===== config.mk =====
export PLATFORM = sky130hd
export DESIGN_NAME = nx_node_egress
export DESIGN_NICKNAME = d
export VERILOG_FILES = /design/src/source/nx_pkg.sv /design/src/source/nx_fifo.sv /design/src/source/nx_route_decoder.sv /design/src/source/nx_stream_distributor.sv /design/src/source/nx_apb_regs.sv /design/src/source/nx_node_egress.sv
export SDC_FILE = /design/constraint.sdc
export NUM_CORES = 1
export LEC_CHECK = 0
export ABC_AREA = 1
export BUFFER_PORTS_ARGS = -buffer_cell sky130_fd_sc_hd__clkbuf_2
export CAP_MARGIN = 5
export CORE_MARGIN = 10
export CORE_UTILIZATION = 40
export CTS_BUF_LIST = sky130_fd_sc_hd__clkbuf_4 sky130_fd_sc_hd__clkbuf_8
export CTS_CLUSTER_DIAMETER = 50
export DETAILED_ROUTE_END_ITERATION = 6
export PLACE_DENSITY = 0.69
export SLEW_MARGIN = 20
export SYNTH_ARGS = -nofsm -noshare
export SYNTH_HDL_FRONTEND = slang
export SYNTH_SLANG_ARGS = --single-unit

===== constraint.sdc =====
create_clock -name clk_i -period 6.1 [get_ports clk_i]
set_input_delay 0.61 -clock clk_i [delete_from_list [all_inputs] [get_ports clk_i]]
set_output_delay 0.61 -clock clk_i [all_outputs]
set_load 0.03 [all_outputs]

===== src/source/nx_pkg.sv =====
// ####################
// Shared types, widths and APB register map
// for the mesh node egress stage
// ####################

package nx_pkg;

    // Coordinate, payload and counter widths
    localparam int NX_COORD_W    = 4;
    localparam int NX_PAYLOAD_W  = 24;
    localparam int NX_CNT_W      = 16;
    localparam int NX_APB_DATA_W = 32;
    localparam int NX_NUM_DIRS   = 4;

    // Egress directions in clockwise order
    typedef enum logic [1:0] {
        NX_DIRX_NORTH = 2'd0,
        NX_DIRX_EAST  = 2'd1,
        NX_DIRX_SOUTH = 2'd2,
        NX_DIRX_WEST  = 2'd3
    } nx_direction_t;

    // Message as carried on every stream
    typedef struct packed {
        logic [NX_COORD_W-1:0]   tgt_row;
        logic [NX_COORD_W-1:0]   tgt_col;
        logic [NX_PAYLOAD_W-1:0] payload;
    } nx_message_t;

    // Register offsets
    // Position holds row in the low nibble and column above it
    localparam int unsigned NX_REG_POS    = 'h00;
    localparam int unsigned NX_REG_SENT_N = 'h04;
    localparam int unsigned NX_REG_SENT_E = 'h08;
    localparam int unsigned NX_REG_SENT_S = 'h0C;
    localparam int unsigned NX_REG_SENT_W = 'h10;
    localparam int unsigned NX_REG_DROP   = 'h14;

endpackage : nx_pkg


===== src/source/nx_fifo.sv =====
// ####################
// Synchronous message FIFO
// ####################

module nx_fifo
    import nx_pkg::*;
#(
      parameter int DEPTH = 2
) (
      input  logic        clk_i
    , input  logic        rst_n_i
    // Write side
    , input  nx_message_t wr_data_i
    , input  logic        wr_push_i
    // Read side
    , output nx_message_t rd_data_o
    , input  logic        rd_pop_i
    // Status
    , output logic        empty_o
    , output logic        full_o
);

    localparam int PTR_W = (DEPTH > 1) ? $clog2(DEPTH) : 1;
    localparam int CNT_W = $clog2(DEPTH + 1);

    nx_message_t      mem [DEPTH];
    logic [PTR_W-1:0] wr_ptr;
    logic [PTR_W-1:0] rd_ptr;
    logic [CNT_W-1:0] count;
    logic             do_push;
    logic             do_pop;

    assign empty_o   = (count == '0);
    assign full_o    = (count == CNT_W'(DEPTH));
    assign do_push   = wr_push_i && !full_o;
    assign do_pop    = rd_pop_i && !empty_o;
    assign rd_data_o = mem[rd_ptr];

    // Storage
    always_ff @(posedge clk_i) begin
        if (do_push) begin
            mem[wr_ptr] <= wr_data_i;
        end
    end

    // Pointers wrap at DEPTH so any depth works
    always_ff @(posedge clk_i or negedge rst_n_i) begin
        if (!rst_n_i) begin
            wr_ptr <= '0;
            rd_ptr <= '0;
            count  <= '0;
        end else begin
            if (do_push) begin
                wr_ptr <= (wr_ptr == PTR_W'(DEPTH - 1)) ? '0 : wr_ptr + 1'b1;
            end
            if (do_pop) begin
                rd_ptr <= (rd_ptr == PTR_W'(DEPTH - 1)) ? '0 : rd_ptr + 1'b1;
            end
            case ({do_push, do_pop})
                2'b10:   count <= count + 1'b1;
                2'b01:   count <= count - 1'b1;
                default: count <= count;
            endcase
        end
    end

endmodule : nx_fifo


===== src/source/nx_route_decoder.sv =====
// ####################
// Registered route decision with self-address drop
// ####################

module nx_route_decoder
    import nx_pkg::*;
(
      input  logic                  clk_i
    , input  logic                  rst_n_i
    // Inbound message stream
    , input  nx_message_t           in_data_i
    , input  logic                  in_valid_i
    , output logic                  in_ready_o
    // Position of this node
    , input  logic [NX_COORD_W-1:0] node_row_i
    , input  logic [NX_COORD_W-1:0] node_col_i
    // Routed stream towards the distributor
    , output nx_message_t           dist_data_o
    , output nx_direction_t         dist_dir_o
    , output logic                  dist_valid_o
    , input  logic                  dist_ready_i
    // Pulses once per dropped message
    , output logic                  drop_o
);

    nx_direction_t route_dir;
    logic          is_self;
    logic          accept;

    // Columns first, then rows
    always_comb begin
        route_dir = NX_DIRX_NORTH;
        is_self   = 1'b0;
        if (in_data_i.tgt_col > node_col_i) begin
            route_dir = NX_DIRX_EAST;
        end else if (in_data_i.tgt_col < node_col_i) begin
            route_dir = NX_DIRX_WEST;
        end else if (in_data_i.tgt_row < node_row_i) begin
            route_dir = NX_DIRX_NORTH;
        end else if (in_data_i.tgt_row > node_row_i) begin
            route_dir = NX_DIRX_SOUTH;
        end else begin
            is_self = 1'b1;
        end
    end

    // Stage can take a new item while it drains
    assign in_ready_o = !dist_valid_o || dist_ready_i;
    assign accept     = in_valid_i && in_ready_o;
    assign drop_o     = accept && is_self;

    always_ff @(posedge clk_i or negedge rst_n_i) begin
        if (!rst_n_i) begin
            dist_valid_o <= 1'b0;
        end else if (in_ready_o) begin
            dist_valid_o <= in_valid_i && !is_self;
        end
    end

    // Payload of the stage
    always_ff @(posedge clk_i) begin
        if (accept && !is_self) begin
            dist_data_o <= in_data_i;
            dist_dir_o  <= route_dir;
        end
    end

endmodule : nx_route_decoder


===== src/source/nx_stream_distributor.sv =====
// ####################
// Steering of routed messages into four egress FIFOs
// with clockwise aliasing of absent neighbours
// ####################

module nx_stream_distributor
    import nx_pkg::*;
#(
      parameter int FIFO_DEPTH = 2
) (
      input  logic          clk_i
    , input  logic          rst_n_i
    // Routed message stream
    , input  nx_message_t   dist_data_i
    , input  nx_direction_t dist_dir_i
    , input  logic          dist_valid_i
    , output logic          dist_ready_o
    // North
    , output nx_message_t   north_data_o
    , output logic          north_valid_o
    , input  logic          north_ready_i
    , input  logic          north_present_i
    // East
    , output nx_message_t   east_data_o
    , output logic          east_valid_o
    , input  logic          east_ready_i
    , input  logic          east_present_i
    // South
    , output nx_message_t   south_data_o
    , output logic          south_valid_o
    , input  logic          south_ready_i
    , input  logic          south_present_i
    // West
    , output nx_message_t   west_data_o
    , output logic          west_valid_o
    , input  logic          west_ready_i
    , input  logic          west_present_i
    // One strobe per output handshake
    , output logic [3:0]    sent_o
);

    nx_message_t            egress_data [NX_NUM_DIRS];
    logic [NX_NUM_DIRS-1:0] egress_ready;
    logic [NX_NUM_DIRS-1:0] egress_present;
    logic [NX_NUM_DIRS-1:0] egress_full;
    logic [NX_NUM_DIRS-1:0] egress_empty;
    logic [NX_NUM_DIRS-1:0] egress_pop;
    logic [1:0]             dir_idx;
    logic [1:0]             target_idx;

    // Gather the loose ports into arrays indexed by direction
    assign egress_ready   = {west_ready_i, south_ready_i, east_ready_i, north_ready_i};
    assign egress_present = {west_present_i, south_present_i, east_present_i, north_present_i};

    assign north_data_o  = egress_data[NX_DIRX_NORTH];
    assign east_data_o   = egress_data[NX_DIRX_EAST];
    assign south_data_o  = egress_data[NX_DIRX_SOUTH];
    assign west_data_o   = egress_data[NX_DIRX_WEST];
    assign north_valid_o = !egress_empty[NX_DIRX_NORTH];
    assign east_valid_o  = !egress_empty[NX_DIRX_EAST];
    assign south_valid_o = !egress_empty[NX_DIRX_SOUTH];
    assign west_valid_o  = !egress_empty[NX_DIRX_WEST];

    assign egress_pop = egress_ready & ~egress_empty;
    assign sent_o     = egress_pop;

    // Absent neighbour hands its traffic to the next one clockwise
    assign dir_idx      = dist_dir_i;
    assign target_idx   = egress_present[dir_idx] ? dir_idx : dir_idx + 2'd1;
    assign dist_ready_o = !egress_full[target_idx];

    for (genvar i = 0; i < NX_NUM_DIRS; i++) begin : g_egress
        logic primary_hit;
        logic alias_hit;
        logic push;

        assign primary_hit = (dist_dir_i == nx_direction_t'(i)) && egress_present[i];
        assign alias_hit   = (dist_dir_i == nx_direction_t'((i + 3) % NX_NUM_DIRS))
                          && !egress_present[(i + 3) % NX_NUM_DIRS];
        assign push        = dist_valid_i && !egress_full[i] && (primary_hit || alias_hit);

        nx_fifo #(
              .DEPTH(FIFO_DEPTH)
        ) u_fifo (
              .clk_i    (clk_i)
            , .rst_n_i  (rst_n_i)
            , .wr_data_i(dist_data_i)
            , .wr_push_i(push)
            , .rd_data_o(egress_data[i])
            , .rd_pop_i (egress_pop[i])
            , .empty_o  (egress_empty[i])
            , .full_o   (egress_full[i])
        );
    end

endmodule : nx_stream_distributor


===== src/source/nx_apb_regs.sv =====
// ####################
// APB registers for node position and traffic counters
// ####################

module nx_apb_regs
    import nx_pkg::*;
#(
      parameter int APB_ADDR_W = 8
) (
      input  logic                     clk_i
    , input  logic                     rst_n_i
    // APB slave
    , input  logic [APB_ADDR_W-1:0]    paddr_i
    , input  logic                     psel_i
    , input  logic                     penable_i
    , input  logic                     pwrite_i
    , input  logic [NX_APB_DATA_W-1:0] pwdata_i
    , output logic [NX_APB_DATA_W-1:0] prdata_o
    , output logic                     pready_o
    , output logic                     pslverr_o
    // Node position
    , output logic [NX_COORD_W-1:0]    node_row_o
    , output logic [NX_COORD_W-1:0]    node_col_o
    // Event strobes
    , input  logic [3:0]               sent_i
    , input  logic                     drop_i
);

    logic [NX_CNT_W-1:0] sent_cnt [NX_NUM_DIRS];
    logic [NX_CNT_W-1:0] drop_cnt;
    logic                access;
    logic                addr_hit;
    logic                read_only;
    logic                pos_wr;

    assign access    = psel_i && penable_i;
    assign pready_o  = 1'b1;
    assign pslverr_o = access && (!addr_hit || (pwrite_i && read_only));
    assign pos_wr    = access && pwrite_i && addr_hit && !read_only;

    // Read mux and address decode
    always_comb begin
        prdata_o  = '0;
        addr_hit  = 1'b1;
        read_only = 1'b1;
        case (paddr_i)
            APB_ADDR_W'(NX_REG_POS): begin
                prdata_o  = NX_APB_DATA_W'({node_col_o, node_row_o});
                read_only = 1'b0;
            end
            APB_ADDR_W'(NX_REG_SENT_N): prdata_o = NX_APB_DATA_W'(sent_cnt[NX_DIRX_NORTH]);
            APB_ADDR_W'(NX_REG_SENT_E): prdata_o = NX_APB_DATA_W'(sent_cnt[NX_DIRX_EAST]);
            APB_ADDR_W'(NX_REG_SENT_S): prdata_o = NX_APB_DATA_W'(sent_cnt[NX_DIRX_SOUTH]);
            APB_ADDR_W'(NX_REG_SENT_W): prdata_o = NX_APB_DATA_W'(sent_cnt[NX_DIRX_WEST]);
            APB_ADDR_W'(NX_REG_DROP):   prdata_o = NX_APB_DATA_W'(drop_cnt);
            default:                    addr_hit = 1'b0;
        endcase
    end

    always_ff @(posedge clk_i or negedge rst_n_i) begin
        if (!rst_n_i) begin
            node_row_o <= '0;
            node_col_o <= '0;
            drop_cnt   <= '0;
            for (int k = 0; k < NX_NUM_DIRS; k++) begin
                sent_cnt[k] <= '0;
            end
        end else begin
            if (pos_wr) begin
                node_row_o <= pwdata_i[NX_COORD_W-1:0];
                node_col_o <= pwdata_i[2*NX_COORD_W-1:NX_COORD_W];
            end
            // Counters simply wrap
            for (int k = 0; k < NX_NUM_DIRS; k++) begin
                if (sent_i[k]) begin
                    sent_cnt[k] <= sent_cnt[k] + 1'b1;
                end
            end
            if (drop_i) begin
                drop_cnt <= drop_cnt + 1'b1;
            end
        end
    end

endmodule : nx_apb_regs


===== src/source/nx_node_egress.sv =====
// ####################
// Egress stage of a mesh node
// ####################

module nx_node_egress
    import nx_pkg::*;
#(
      parameter int FIFO_DEPTH = 2
    , parameter int APB_ADDR_W = 8
) (
      input  logic                     clk_i
    , input  logic                     rst_n_i
    // Inbound message stream
    , input  nx_message_t              in_data_i
    , input  logic                     in_valid_i
    , output logic                     in_ready_o
    // Outbound streams
    , output nx_message_t              north_data_o
    , output logic                     north_valid_o
    , input  logic                     north_ready_i
    , input  logic                     north_present_i
    , output nx_message_t              east_data_o
    , output logic                     east_valid_o
    , input  logic                     east_ready_i
    , input  logic                     east_present_i
    , output nx_message_t              south_data_o
    , output logic                     south_valid_o
    , input  logic                     south_ready_i
    , input  logic                     south_present_i
    , output nx_message_t              west_data_o
    , output logic                     west_valid_o
    , input  logic                     west_ready_i
    , input  logic                     west_present_i
    // APB slave
    , input  logic [APB_ADDR_W-1:0]    paddr_i
    , input  logic                     psel_i
    , input  logic                     penable_i
    , input  logic                     pwrite_i
    , input  logic [NX_APB_DATA_W-1:0] pwdata_i
    , output logic [NX_APB_DATA_W-1:0] prdata_o
    , output logic                     pready_o
    , output logic                     pslverr_o
);

    logic [NX_COORD_W-1:0] node_row;
    logic [NX_COORD_W-1:0] node_col;
    nx_message_t           dist_data;
    nx_direction_t         dist_dir;
    logic                  dist_valid;
    logic                  dist_ready;
    logic [3:0]            sent;
    logic                  drop;

    nx_apb_regs #(
          .APB_ADDR_W(APB_ADDR_W)
    ) u_regs (
          .clk_i     (clk_i)
        , .rst_n_i   (rst_n_i)
        , .paddr_i   (paddr_i)
        , .psel_i    (psel_i)
        , .penable_i (penable_i)
        , .pwrite_i  (pwrite_i)
        , .pwdata_i  (pwdata_i)
        , .prdata_o  (prdata_o)
        , .pready_o  (pready_o)
        , .pslverr_o (pslverr_o)
        , .node_row_o(node_row)
        , .node_col_o(node_col)
        , .sent_i    (sent)
        , .drop_i    (drop)
    );

    nx_route_decoder u_decoder (
          .clk_i       (clk_i)
        , .rst_n_i     (rst_n_i)
        , .in_data_i   (in_data_i)
        , .in_valid_i  (in_valid_i)
        , .in_ready_o  (in_ready_o)
        , .node_row_i  (node_row)
        , .node_col_i  (node_col)
        , .dist_data_o (dist_data)
        , .dist_dir_o  (dist_dir)
        , .dist_valid_o(dist_valid)
        , .dist_ready_i(dist_ready)
        , .drop_o      (drop)
    );

    nx_stream_distributor #(
          .FIFO_DEPTH(FIFO_DEPTH)
    ) u_distributor (
          .clk_i          (clk_i)
        , .rst_n_i        (rst_n_i)
        , .dist_data_i    (dist_data)
        , .dist_dir_i     (dist_dir)
        , .dist_valid_i   (dist_valid)
        , .dist_ready_o   (dist_ready)
        , .north_data_o   (north_data_o)
        , .north_valid_o  (north_valid_o)
        , .north_ready_i  (north_ready_i)
        , .north_present_i(north_present_i)
        , .east_data_o    (east_data_o)
        , .east_valid_o   (east_valid_o)
        , .east_ready_i   (east_ready_i)
        , .east_present_i (east_present_i)
        , .south_data_o   (south_data_o)
        , .south_valid_o  (south_valid_o)
        , .south_ready_i  (south_ready_i)
        , .south_present_i(south_present_i)
        , .west_data_o    (west_data_o)
        , .west_valid_o   (west_valid_o)
        , .west_ready_i   (west_ready_i)
        , .west_present_i (west_present_i)
        , .sent_o         (sent)
    );

endmodule : nx_node_egress


==> impl_metrics.toml, run 1 <==
[drt]
drt_wl_total_mm = 41.6
drc = 0
vias = 11052
drt_first_iter_violations = 912
firstDrtPassIters = 7
drtAntennaViolNets = 0
drt-vias-per-instance = 4.82
wl_per_cell_um = 18.1

[sta]
fmax_ghz = 0.299
slew_viol_final = 0
fin_crit_ns = 3.35
fin_setup_tns_ns = 0
rsz0062_at_grt = "false"
slew_headroom_pct = 32.2
setup_violations = 0
skew_ns = 0.0335
hold_viol = 0
holdWs_ns = 0.169
post-route-period-util_pct = 54.9
tightest_slew_ns = 1.01

[global_routing]
grt_most_used_layer = "met2"
grt_max_degree = 78
grt_usage_pct = 16.5
grt_first_pass_wirelength_mm = 64.3
grt_pass1_vias = 11344
grtUsageMet3_pct = 4.66
grt.overflow.total = 0
met1_usage_pct = 20.1
antenna_found_initial = 0
use_met2_pct = 27.6

[status]
status = "completed"

[layout]
diodes = 0
multiInputGateArea_um2 = 4690
final_cell_count_no_fill = 2293
nets = 1821
drive_above_1_share_pct = 23.2
regArea_um2 = 11300
fillCellCount = 3682
area_delta_synth_final_pct = 17.9
fin_util_pct = 48.0

[pwr]
ir_drop_mv = 0.180
finalPower_uw = 8830
power_density_nw_per_um2 = 448
power.leakage_uw = 0.00864

[placed_design]
place.detailed.hpwl_mm = 27.2
port_buffers = 211
dp_cells = 2176
routabilityCongestion = 0.833

[logic_synthesis]
synth-seq-cells = 395
synth_flop_cell = "edfxtp_1"
synthCells = 1460
ys_seq_area_share_pct = 67.8
synth_top_area_share_pct = 52.1
yosys_warnings = 0
async_flop_share_pct = 26.6
ys_types = 48
synth-edff-count = 290
syn_area_um2 = 16700
yosysTopAreaCell = "edfxtp_1"
synthTopCellsByArea = "edfxtp_1, dfrtp_1, nand2_1, xor2_1, inv_1"
syn-mean-instance-area_um2 = 11.5

[cts]
root_buffer = "clkbuf_8"
path_clk_slew_ns = 0.06
cts_tree = "built"
cts_buffers = 67
h-tree-depth = 3
cts-resized-gates = 0
clock_sinks = 395
clock_path_buffers = 3
postCtsSetupBuffers = 0
insertion_delay_ns = 0.62

[die]
num_io_pins = 253
core_area_um2 = 41100
start_util_pct = 40.7
num_rows = 74
die_w_um = 224
die_h_um = 224
dieArea_um2 = 50400

[run]
drv_cap = 0

[worst_setup_path]
cp.required_ns = 5.49
path_class = "in2out"
cp-end-kind = "primary output"
path_max_fanout = 15
cp-start-kind = "primary input"
arrival_ns = 2.74

[worst_hold_path]
hold_class = "in2reg"
report_power, final:
part	internal, uW	total (uW)	switching, uW
Sequential	3330	3600	268
Clock	1330	2390	1060
Combinational	677	2830	2160
Total	5340	8830	3490
timing repair:
item / in CTS / in global routing
setup endpoints to repair: 0 / 0
endpoints found under the hold margin: 28 / 0
hold buffers: 1 / 0
routing by layer:
metal	share of wire (%)	vias to the layer above	routed length, um
li1	-	5311	-
met1	41	5265	17100
met2	48	395	20100
met3	8.0	81	3320
met4	2.6	0	1080
met5	0	-	0
Yosys cell counts (2+ instances only):
library cell	instances
o2111ai_1	3
nand4_2	3
nand3_1	44
nor2_4	12
inv_1	117
buf_4	21
dfrtp_1	105
nand2_2	10
o21ai_2	8
edfxtp_1	290
nor3_1	10
ha_1	21
o21ai_0	9
nand2_4	7
clkinv_1	3
a22oi_1	2
nor2_2	8
conb_1	2
a21oi_1	25
clkbuf_1	29
o21a_1	4
inv_2	5
nand4_1	27
nand3_2	5
xor2_1	62
or2_1	2
o22ai_1	20
nor2_1	39
o211ai_1	7
nand3b_1	4
buf_2	2
buf_1	2
nand2_1	518
xnor2_1	14
buf_6	4
nor3_2	4
final cells by class:
cell class	instances	share of cell area, %
Clock inverter	27	1.20
Timing Repair Buffer	229	6.09
Sequential cell	395	57.5
Tap cell	532	3.38
Inverter	125	2.38
Multi-Input combinational cell	896	23.8
Clock buffer	89	5.67
metrics by stage:
stage / setup WS [ns] / cell area, um2
after floorplan: 3.27 / 16800
after global placement: 2.79 / 18300
after detailed placement: 2.77 / 18300
after CTS: 2.74 / 19700
after global routing: 2.48 / 19700
final: 2.75 / 19700
kinds of logic after synthesis:
logic type | share of synthesized area, %
DFF | 67.8
buffers and inverters | 4.89
AOI/OAI and AO/OA | 3.18
adders and majority gates | 1.57
xor gates and xnor gates | 3.98
and+or+nand+nor | 18.6
other | 0.0449
path summary, 6_finish.rpt:
| path | endpoint | cells after the start | slack [ns] | start |
|---|---|---|---|---|
| setup / recovery | prdata_o[1] | 9 | 2.75 | paddr_i[7] |
| hold / removal | u_decoder.dist_data_o[21] | 1 | 0.17 | in_data_i[21] |
| setup reg to reg | u_decoder.dist_data_o[24] | 11 | 3.10 | u_decoder.dist_dir_o[0] |
| hold reg to reg | u_regs.sent_cnt[47] | 1 | 0.47 | u_regs.sent_cnt[47] |
| max in group asynchronous | u_decoder.dist_valid_o | 3 | 4.59 | rst_n_i |
| min in group asynchronous | u_regs.sent_cnt[59] | 2 | 0.47 | rst_n_i |
flip-flops by register name, indices dropped and copies added, names as in the netlist, 8 cells and up:
signal	flops
u_decoder.dist_data_o	32
u_distributor.g_egress.u_fifo.count	8
u_distributor.g_egress.u_fifo.mem	256
u_regs.drop_cnt	16
u_regs.sent_cnt	64
cells in the final DEF, fill, tap and decap left out, types with 14 or more instances in the layout:
master	count
a21oi_1	25
buf_4	17
clkbuf_2	210
clkbuf_4	17
clkbuf_8	72
clkinv_1	14
conb_1	17
dfrtp_1	105
edfxtp_1	290
ha_1	21
inv_1	116
nand2_1	518
nand3_1	44
nand4_1	27
nor2_1	31
nor2_4	20
o22ai_1	20
xnor2_1	14
xor2_1	62
critical path, stage by stage:
cell and delay, ns:
clkbuf_2 0.09, nor2_2 0.12, inv_2 0.08, nor3_4 0.24, nand2_1 0.08, nor2_1 0.77
a21oi_1 0.24, o211ai_1 0.23, clkbuf_2 0.27
(Power assumes the default switching activity.)
==> run 2, diff against run 1 <==
clock period = 3.3 ns   (was 6.1 ns; I/O delays follow)
==> run 2 against run 1 <==
Effect of this change: critical path type is now reg2out; first-iteration DRC count rose by 1.6%; via count rose by 1.7%; register-to-register slack got worse by 2.3 ns; global-route usage barely moved; critical path depth rose by 2; die area did not move; routed wire length rose by 0.67%; clock skew rose by 0.0042 ns; clock power rose by 90%.
==> impl_metrics.toml, run 2 (synthesized netlist as in run 1, its figures left out) <==
[status]
status = "completed"

[worst_setup_path]
path_max_fanout = 29
rrSetupSlack_ns = 0.80
cp-end-kind = "primary output"
path_class = "reg2out"
cp-start-kind = "flip-flop"
arrival_ns = 2.46
cp.required_ns = 2.97

[global_routing]
grt_max_degree = 55
grt.overflow.total = 0
grt_usage_pct = 16.5
grt_first_pass_wirelength_mm = 64.5
grt_pass1_vias = 11367
antenna_found_initial = 0

[pwr]
ir_drop_mv = 0.373
power_density_nw_per_um2 = 815
power.leakage_uw = 0.00889
finalPower_uw = 16500

[cts]
insertion_delay_ns = 0.61
cts_tree = "built"
cts-resized-gates = 0
clock_path_buffers = 3
h-tree-depth = 3
clock_sinks = 395
root_buffer = "clkbuf_8"
postCtsSetupBuffers = 0
cts_buffers = 68
path_clk_slew_ns = 0.06

[run]
drv_cap = 0

[layout]
top_register = "u_distributor.g_egress.u_fifo.mem"
final_common_cell = "nand2_1"
largest_reg_flops = 256
area_delta_synth_final_pct = 21.0
reg_top3 = "u_distributor.g_egress.u_fifo.mem: 256 flops, u_regs.sent_cnt: 64 flops, u_decoder.dist_data_o: 32 flops"
drive_above_1_share_pct = 23.1
diodes = 0
mostFrequentLayoutCells = "nand2_1, edfxtp_1, clkbuf_2"
nets = 1868
fillCellCount = 3608

[sta]
slew_viol_final = 0
tightest_slew_ns = 0.933
slew_headroom_pct = 37.8
fin_crit_ns = 2.79
fin_setup_tns_ns = 0
hold_viol = 0
rsz0062_at_grt = "false"
setup_violations = 0
fmax_ghz = 0.359
skew_ns = 0.0377
post-route-period-util_pct = 84.5

[placed_design]
routabilityCongestion = 0.823
place.detailed.hpwl_mm = 27.7
port_buffers = 211

[die]
num_io_pins = 253
start_util_pct = 40.7
die_w_um = 224
num_rows = 74
die_h_um = 224
core_area_um2 = 41100
dieArea_um2 = 50400

[worst_hold_path]
hold_class = "in2reg"

[drt]
drt_first_iter_violations = 927
drc = 0
drt-vias-per-instance = 4.80
drtAntennaViolNets = 0
wl_per_cell_um = 17.9
drt_wl_total_mm = 41.8
vias = 11239
firstDrtPassIters = 6
## run 2: cell count changes in the layout (fill, tap and decap cells not counted), sizes merged
cell and change:
bufinv -1, clkinvlp -5, buf +6, clkbuf +9, inv +1, dlygate4sd3 +40
## run 2: worst paths after layout
check / startpoint / cells past startpoint / end
max: u_decoder.dist_dir_o[0] / 11 / in_ready_o
min: in_valid_i / 3 / u_decoder.dist_valid_o
max reg2reg: u_regs.node_col_o[3] / 11 / u_decoder.dist_data_o[24]
min reg2reg: u_regs.sent_cnt[47] / 1 / u_regs.sent_cnt[47]
max in group asynchronous: rst_n_i / 3 / u_decoder.dist_valid_o
min in group asynchronous: rst_n_i / 2 / u_regs.sent_cnt[29]
## run 2: through the flow
step	setup slack [ns]	cell area, um2	instances	hold slack, ns	util [%]
finish	0.511	20200	2343	0.0497	49.2
global route	0.311	20200	2343	0.0431	49.2
CTS	0.464	20200	2343	0.00478	49.2
detailed placement	0.721	18400	2182	0.443	44.8
global placement	0.772	18400	2182	0.440	44.8
floorplan	0.467	16800	1475	0.0344	-
## run 2: worst max-delay path, cell delays in order, from the launching register on
cell and delay, ns:
edfxtp_1 0.48, inv_2 0.14, nand2_1 0.06, nand3_1 0.11
nand2_1 0.08, nand2_1 0.10, nand2_1 0.08, nand2_1 0.06
nand3_1 0.07, nand3_2 0.10, buf_4 0.30, clkbuf_2 0.27
## run 2: cell type report
cell class | instances | area (um2) | area share [%]
clock buffer | 98 | 1220 | 6.05
clock inverter | 22 | 179 | 0.884
inverter | 125 | 469 | 2.32
multi-input combinational | 896 | 4690 | 23.2
sequential | 395 | 11300 | 56.0
tap | 532 | 666 | 3.29
timing repair buffer | 275 | 1680 | 8.30
## run 2: timing repair
item                                    CTS  global route
hold buffers                             41             0
endpoints found under the setup margin    0             0
endpoints found under the hold margin    92             0
## run 2: power breakdown
part / total, uW / leakage [uW] / switching, uW / internal, uW
registers: 6660 / 0.00390 / 502 / 6160
clock network: 4530 / 0.000741 / 1970 / 2560
logic: 5300 / 0.00425 / 3990 / 1310
total: 16500 / 0.00889 / 6460 / 10000
## run 2: layer usage
layer | GRT usage [%] | vias up | wire length, um
met5 | 0 | - | 0
met4 | 5.88 | 0 | 1030
met3 | 4.11 | 74 | 3110
met2 | 27.5 | 372 | 20100
met1 | 20.6 | 5358 | 17600
li1 | - | 5435 | -
==> run 3, diff against run 2 <==
PLACE_DENSITY = 0.72   (was 0.69)
clock period = 2.33 ns   (was 3.3 ns; I/O delays follow)
==> run 3 against run 2 <==
Effect of this change: the flow now finishes with violations (setup timing); total power increased by 44%; utilization rose by 1.6 points; critical path type unchanged; routed wire length increased by 6.7%; sequential power is 42% higher; die area stayed put.
==> impl_metrics.toml, run 3 (synthesized netlist as in run 1, its figures left out) <==
[placed_design]
routabilityCongestion = 0.898
placed_area_um2 = 18700
port_buffers = 211
dp_cells = 2195
place.detailed.hpwl_mm = 28.7
post-place-ws_ns = 0.204

[layout]
design_area_um2 = 20900
mostFrequentLayoutCells = "nand2_1, edfxtp_1, clkbuf_2"
drive_above_1_share_pct = 26.0
final_common_cell = "nand2_1"
diodes = 0
final_cell_count_no_fill = 2387
top_register = "u_distributor.g_egress.u_fifo.mem"
reg_top3 = "u_distributor.g_egress.u_fifo.mem: 256 flops, u_regs.sent_cnt: 64 flops, u_decoder.dist_data_o: 32 flops"
nets = 1911
largest_reg_flops = 256
area_delta_synth_final_pct = 25.0

[worst_setup_path]
crit_family = "simple AND/OR/NAND/NOR gates"
cp-end-kind = "primary output"
path_max_fanout = 6
arrival_ns = 2.27
cp_slowest_cell = "edfxtp_1"
path_class = "reg2out"
cp.required_ns = 2.10
max_stage_delay_ns = 0.50
cp-start-kind = "flip-flop"
crit_chain = "inv_2 -> nand2_2 -> nand3_4 -> nand3_4 -> nand2_4 -> nand2_2 -> nand3_2 -> nand3_4 -> buf_12 -> buf_8"
crit_top_cell = "nand3_4"
worst-path-buf-inv = 3

[sta]
tightest_slew_ns = 0.839
setup_violations = 35
slew_headroom_pct = 44.1
slew_viol_final = 0
setup_slack_ns = -0.177
fmax_ghz = 0.399
fin_crit_ns = 2.51
post-route-period-util_pct = 108
skew_ns = 0.0400
rsz0062_at_grt = "true"
hold_viol = 0

[run]
drv_cap = 0

[pwr]
power_density_nw_per_um2 = 1140
finalPower_uw = 23800
ir_drop_mv = 0.643
power.leakage_uw = 0.00919

[cts]
h-tree-depth = 3
root_buffer = "clkbuf_8"
clock_path_buffers = 3
cts_buffers = 69
clock_sinks = 395
path_clk_slew_ns = 0.06
insertion_delay_ns = 0.62
cts_tree = "built"

[status]
failed_checks = "setup timing"
status = "finished, violations left"

[die]
start_util_pct = 40.7
dieArea_um2 = 50400
die_h_um = 224
core_area_um2 = 41100
num_io_pins = 253
num_rows = 74
die_w_um = 224

[global_routing]
grt_pass1_vias = 11777
grt_usage_pct = 17.1
grt.overflow.total = 0
antenna_found_initial = 0
grt_max_degree = 48
grt_first_pass_wirelength_mm = 66.6

[drt]
drt-vias-per-instance = 4.89
drt_first_iter_violations = 1145
drc = 0
vias = 11664
wl_per_cell_um = 18.7
firstDrtPassIters = 6
drt_wl_total_mm = 44.7
drtAntennaViolNets = 0

[worst_hold_path]
hold_class = "in2async"
## run 3: cell count changes in the layout (fill, tap and decap cells not counted), moves of 3 or more
cell           change
clkbuf_8           -4
nand2_1            -6
clkinvlp_4         +5
clkbuf_4          +10
nand2_4            +4
clkinv_1           -6
buf_4             +18
buf_6              +3
dlygate4sd3_1      +4
inv_1              -3
buf_12            +14
nand3_4            +5
nand3_1            -7
## run 3: worst paths after layout
| check | cells past startpoint | startpoint | end | slack (ns) |
|---|---|---|---|---|
| max in group asynchronous | 3 | rst_n_i | u_distributor.g_egress[3].u_fifo.count[0] | 1.43 |
| worst min register to register | 1 | u_regs.sent_cnt[47] | u_regs.sent_cnt[47] | 0.48 |
| worst max-delay path | 10 | u_decoder.dist_dir_o[0] | in_ready_o | -0.18 |
| worst min-delay path | 2 | rst_n_i | u_regs.sent_cnt[30] | 0.17 |
| min in group clk_i | 4 | west_ready_i | u_regs.sent_cnt[1] | 0.17 |
| worst max register to register | 14 | u_decoder.dist_dir_o[0] | u_decoder.dist_data_o[31] | -0.09 |
## run 3: metal layers
| metal | track usage, % | up-vias | share of wire (%) |
|---|---|---|---|
| li1 | - | 5503 | - |
| met3 | 4.28 | 61 | 8.3 |
| met4 | 4.89 | 0 | 1.6 |
| met2 | 28.3 | 517 | 48 |
| met5 | 0 | - | 0 |
| met1 | 21.8 | 5583 | 42 |
## run 3: where the power goes
part           internal [uW]  leakage [uW]  switching, uW
clock                   3440      0.000722           2780
combinational           2260       0.00457           5840
sequential              8710       0.00390            753
total                  14400       0.00919           9380
## run 3: layout make-up
type                    instances  area, um2
clock buffers                 104       1240
clock inverters                18        119
fillers                      3562      20200
inverters                     125        478
multi-input cells             896       4820
flip-flops and latches        395      11300
well taps                     532        666
repair buffers                317       2240
## run 3: metrics by stage
stage | hold WS [ns] | setup TNS, ns | utilization, %
6_report | 0.168 | -1.54 | 50.8
3_5_place_dp | 0.237 | 0 | 45.4
5_1_grt | 0.161 | -5.02 | 50.8
3_3_place_gp | 0.232 | 0 | 45.4
4_1_cts | 0.117 | -0.162 | 50.1
2_1_floorplan | -0.0626 | -64.41 | -
## run 3: worst register-to-register path, stage by stage, from the launching register on
cell and delay (ns):
edfxtp_1 0.50, inv_2 0.19, nand2_2 0.11, nand3_4 0.13
nand3_4 0.12, nand2_4 0.10, nand2_2 0.06, nand3_2 0.10
nand3_4 0.10, buf_4 0.15, buf_6 0.12, nand3_4 0.06
clkinvlp_4 0.13, buf_12 0.16, clkbuf_16 0.17
## run 3: what timing repair did
action	CTS	global route
buffers inserted	6	15
gates cloned	1	3
endpoints found under the hold margin	105	0
hold buffers	45	0
resized for setup	11	31
endpoints found under the setup margin	21	42
pin swaps	0	6
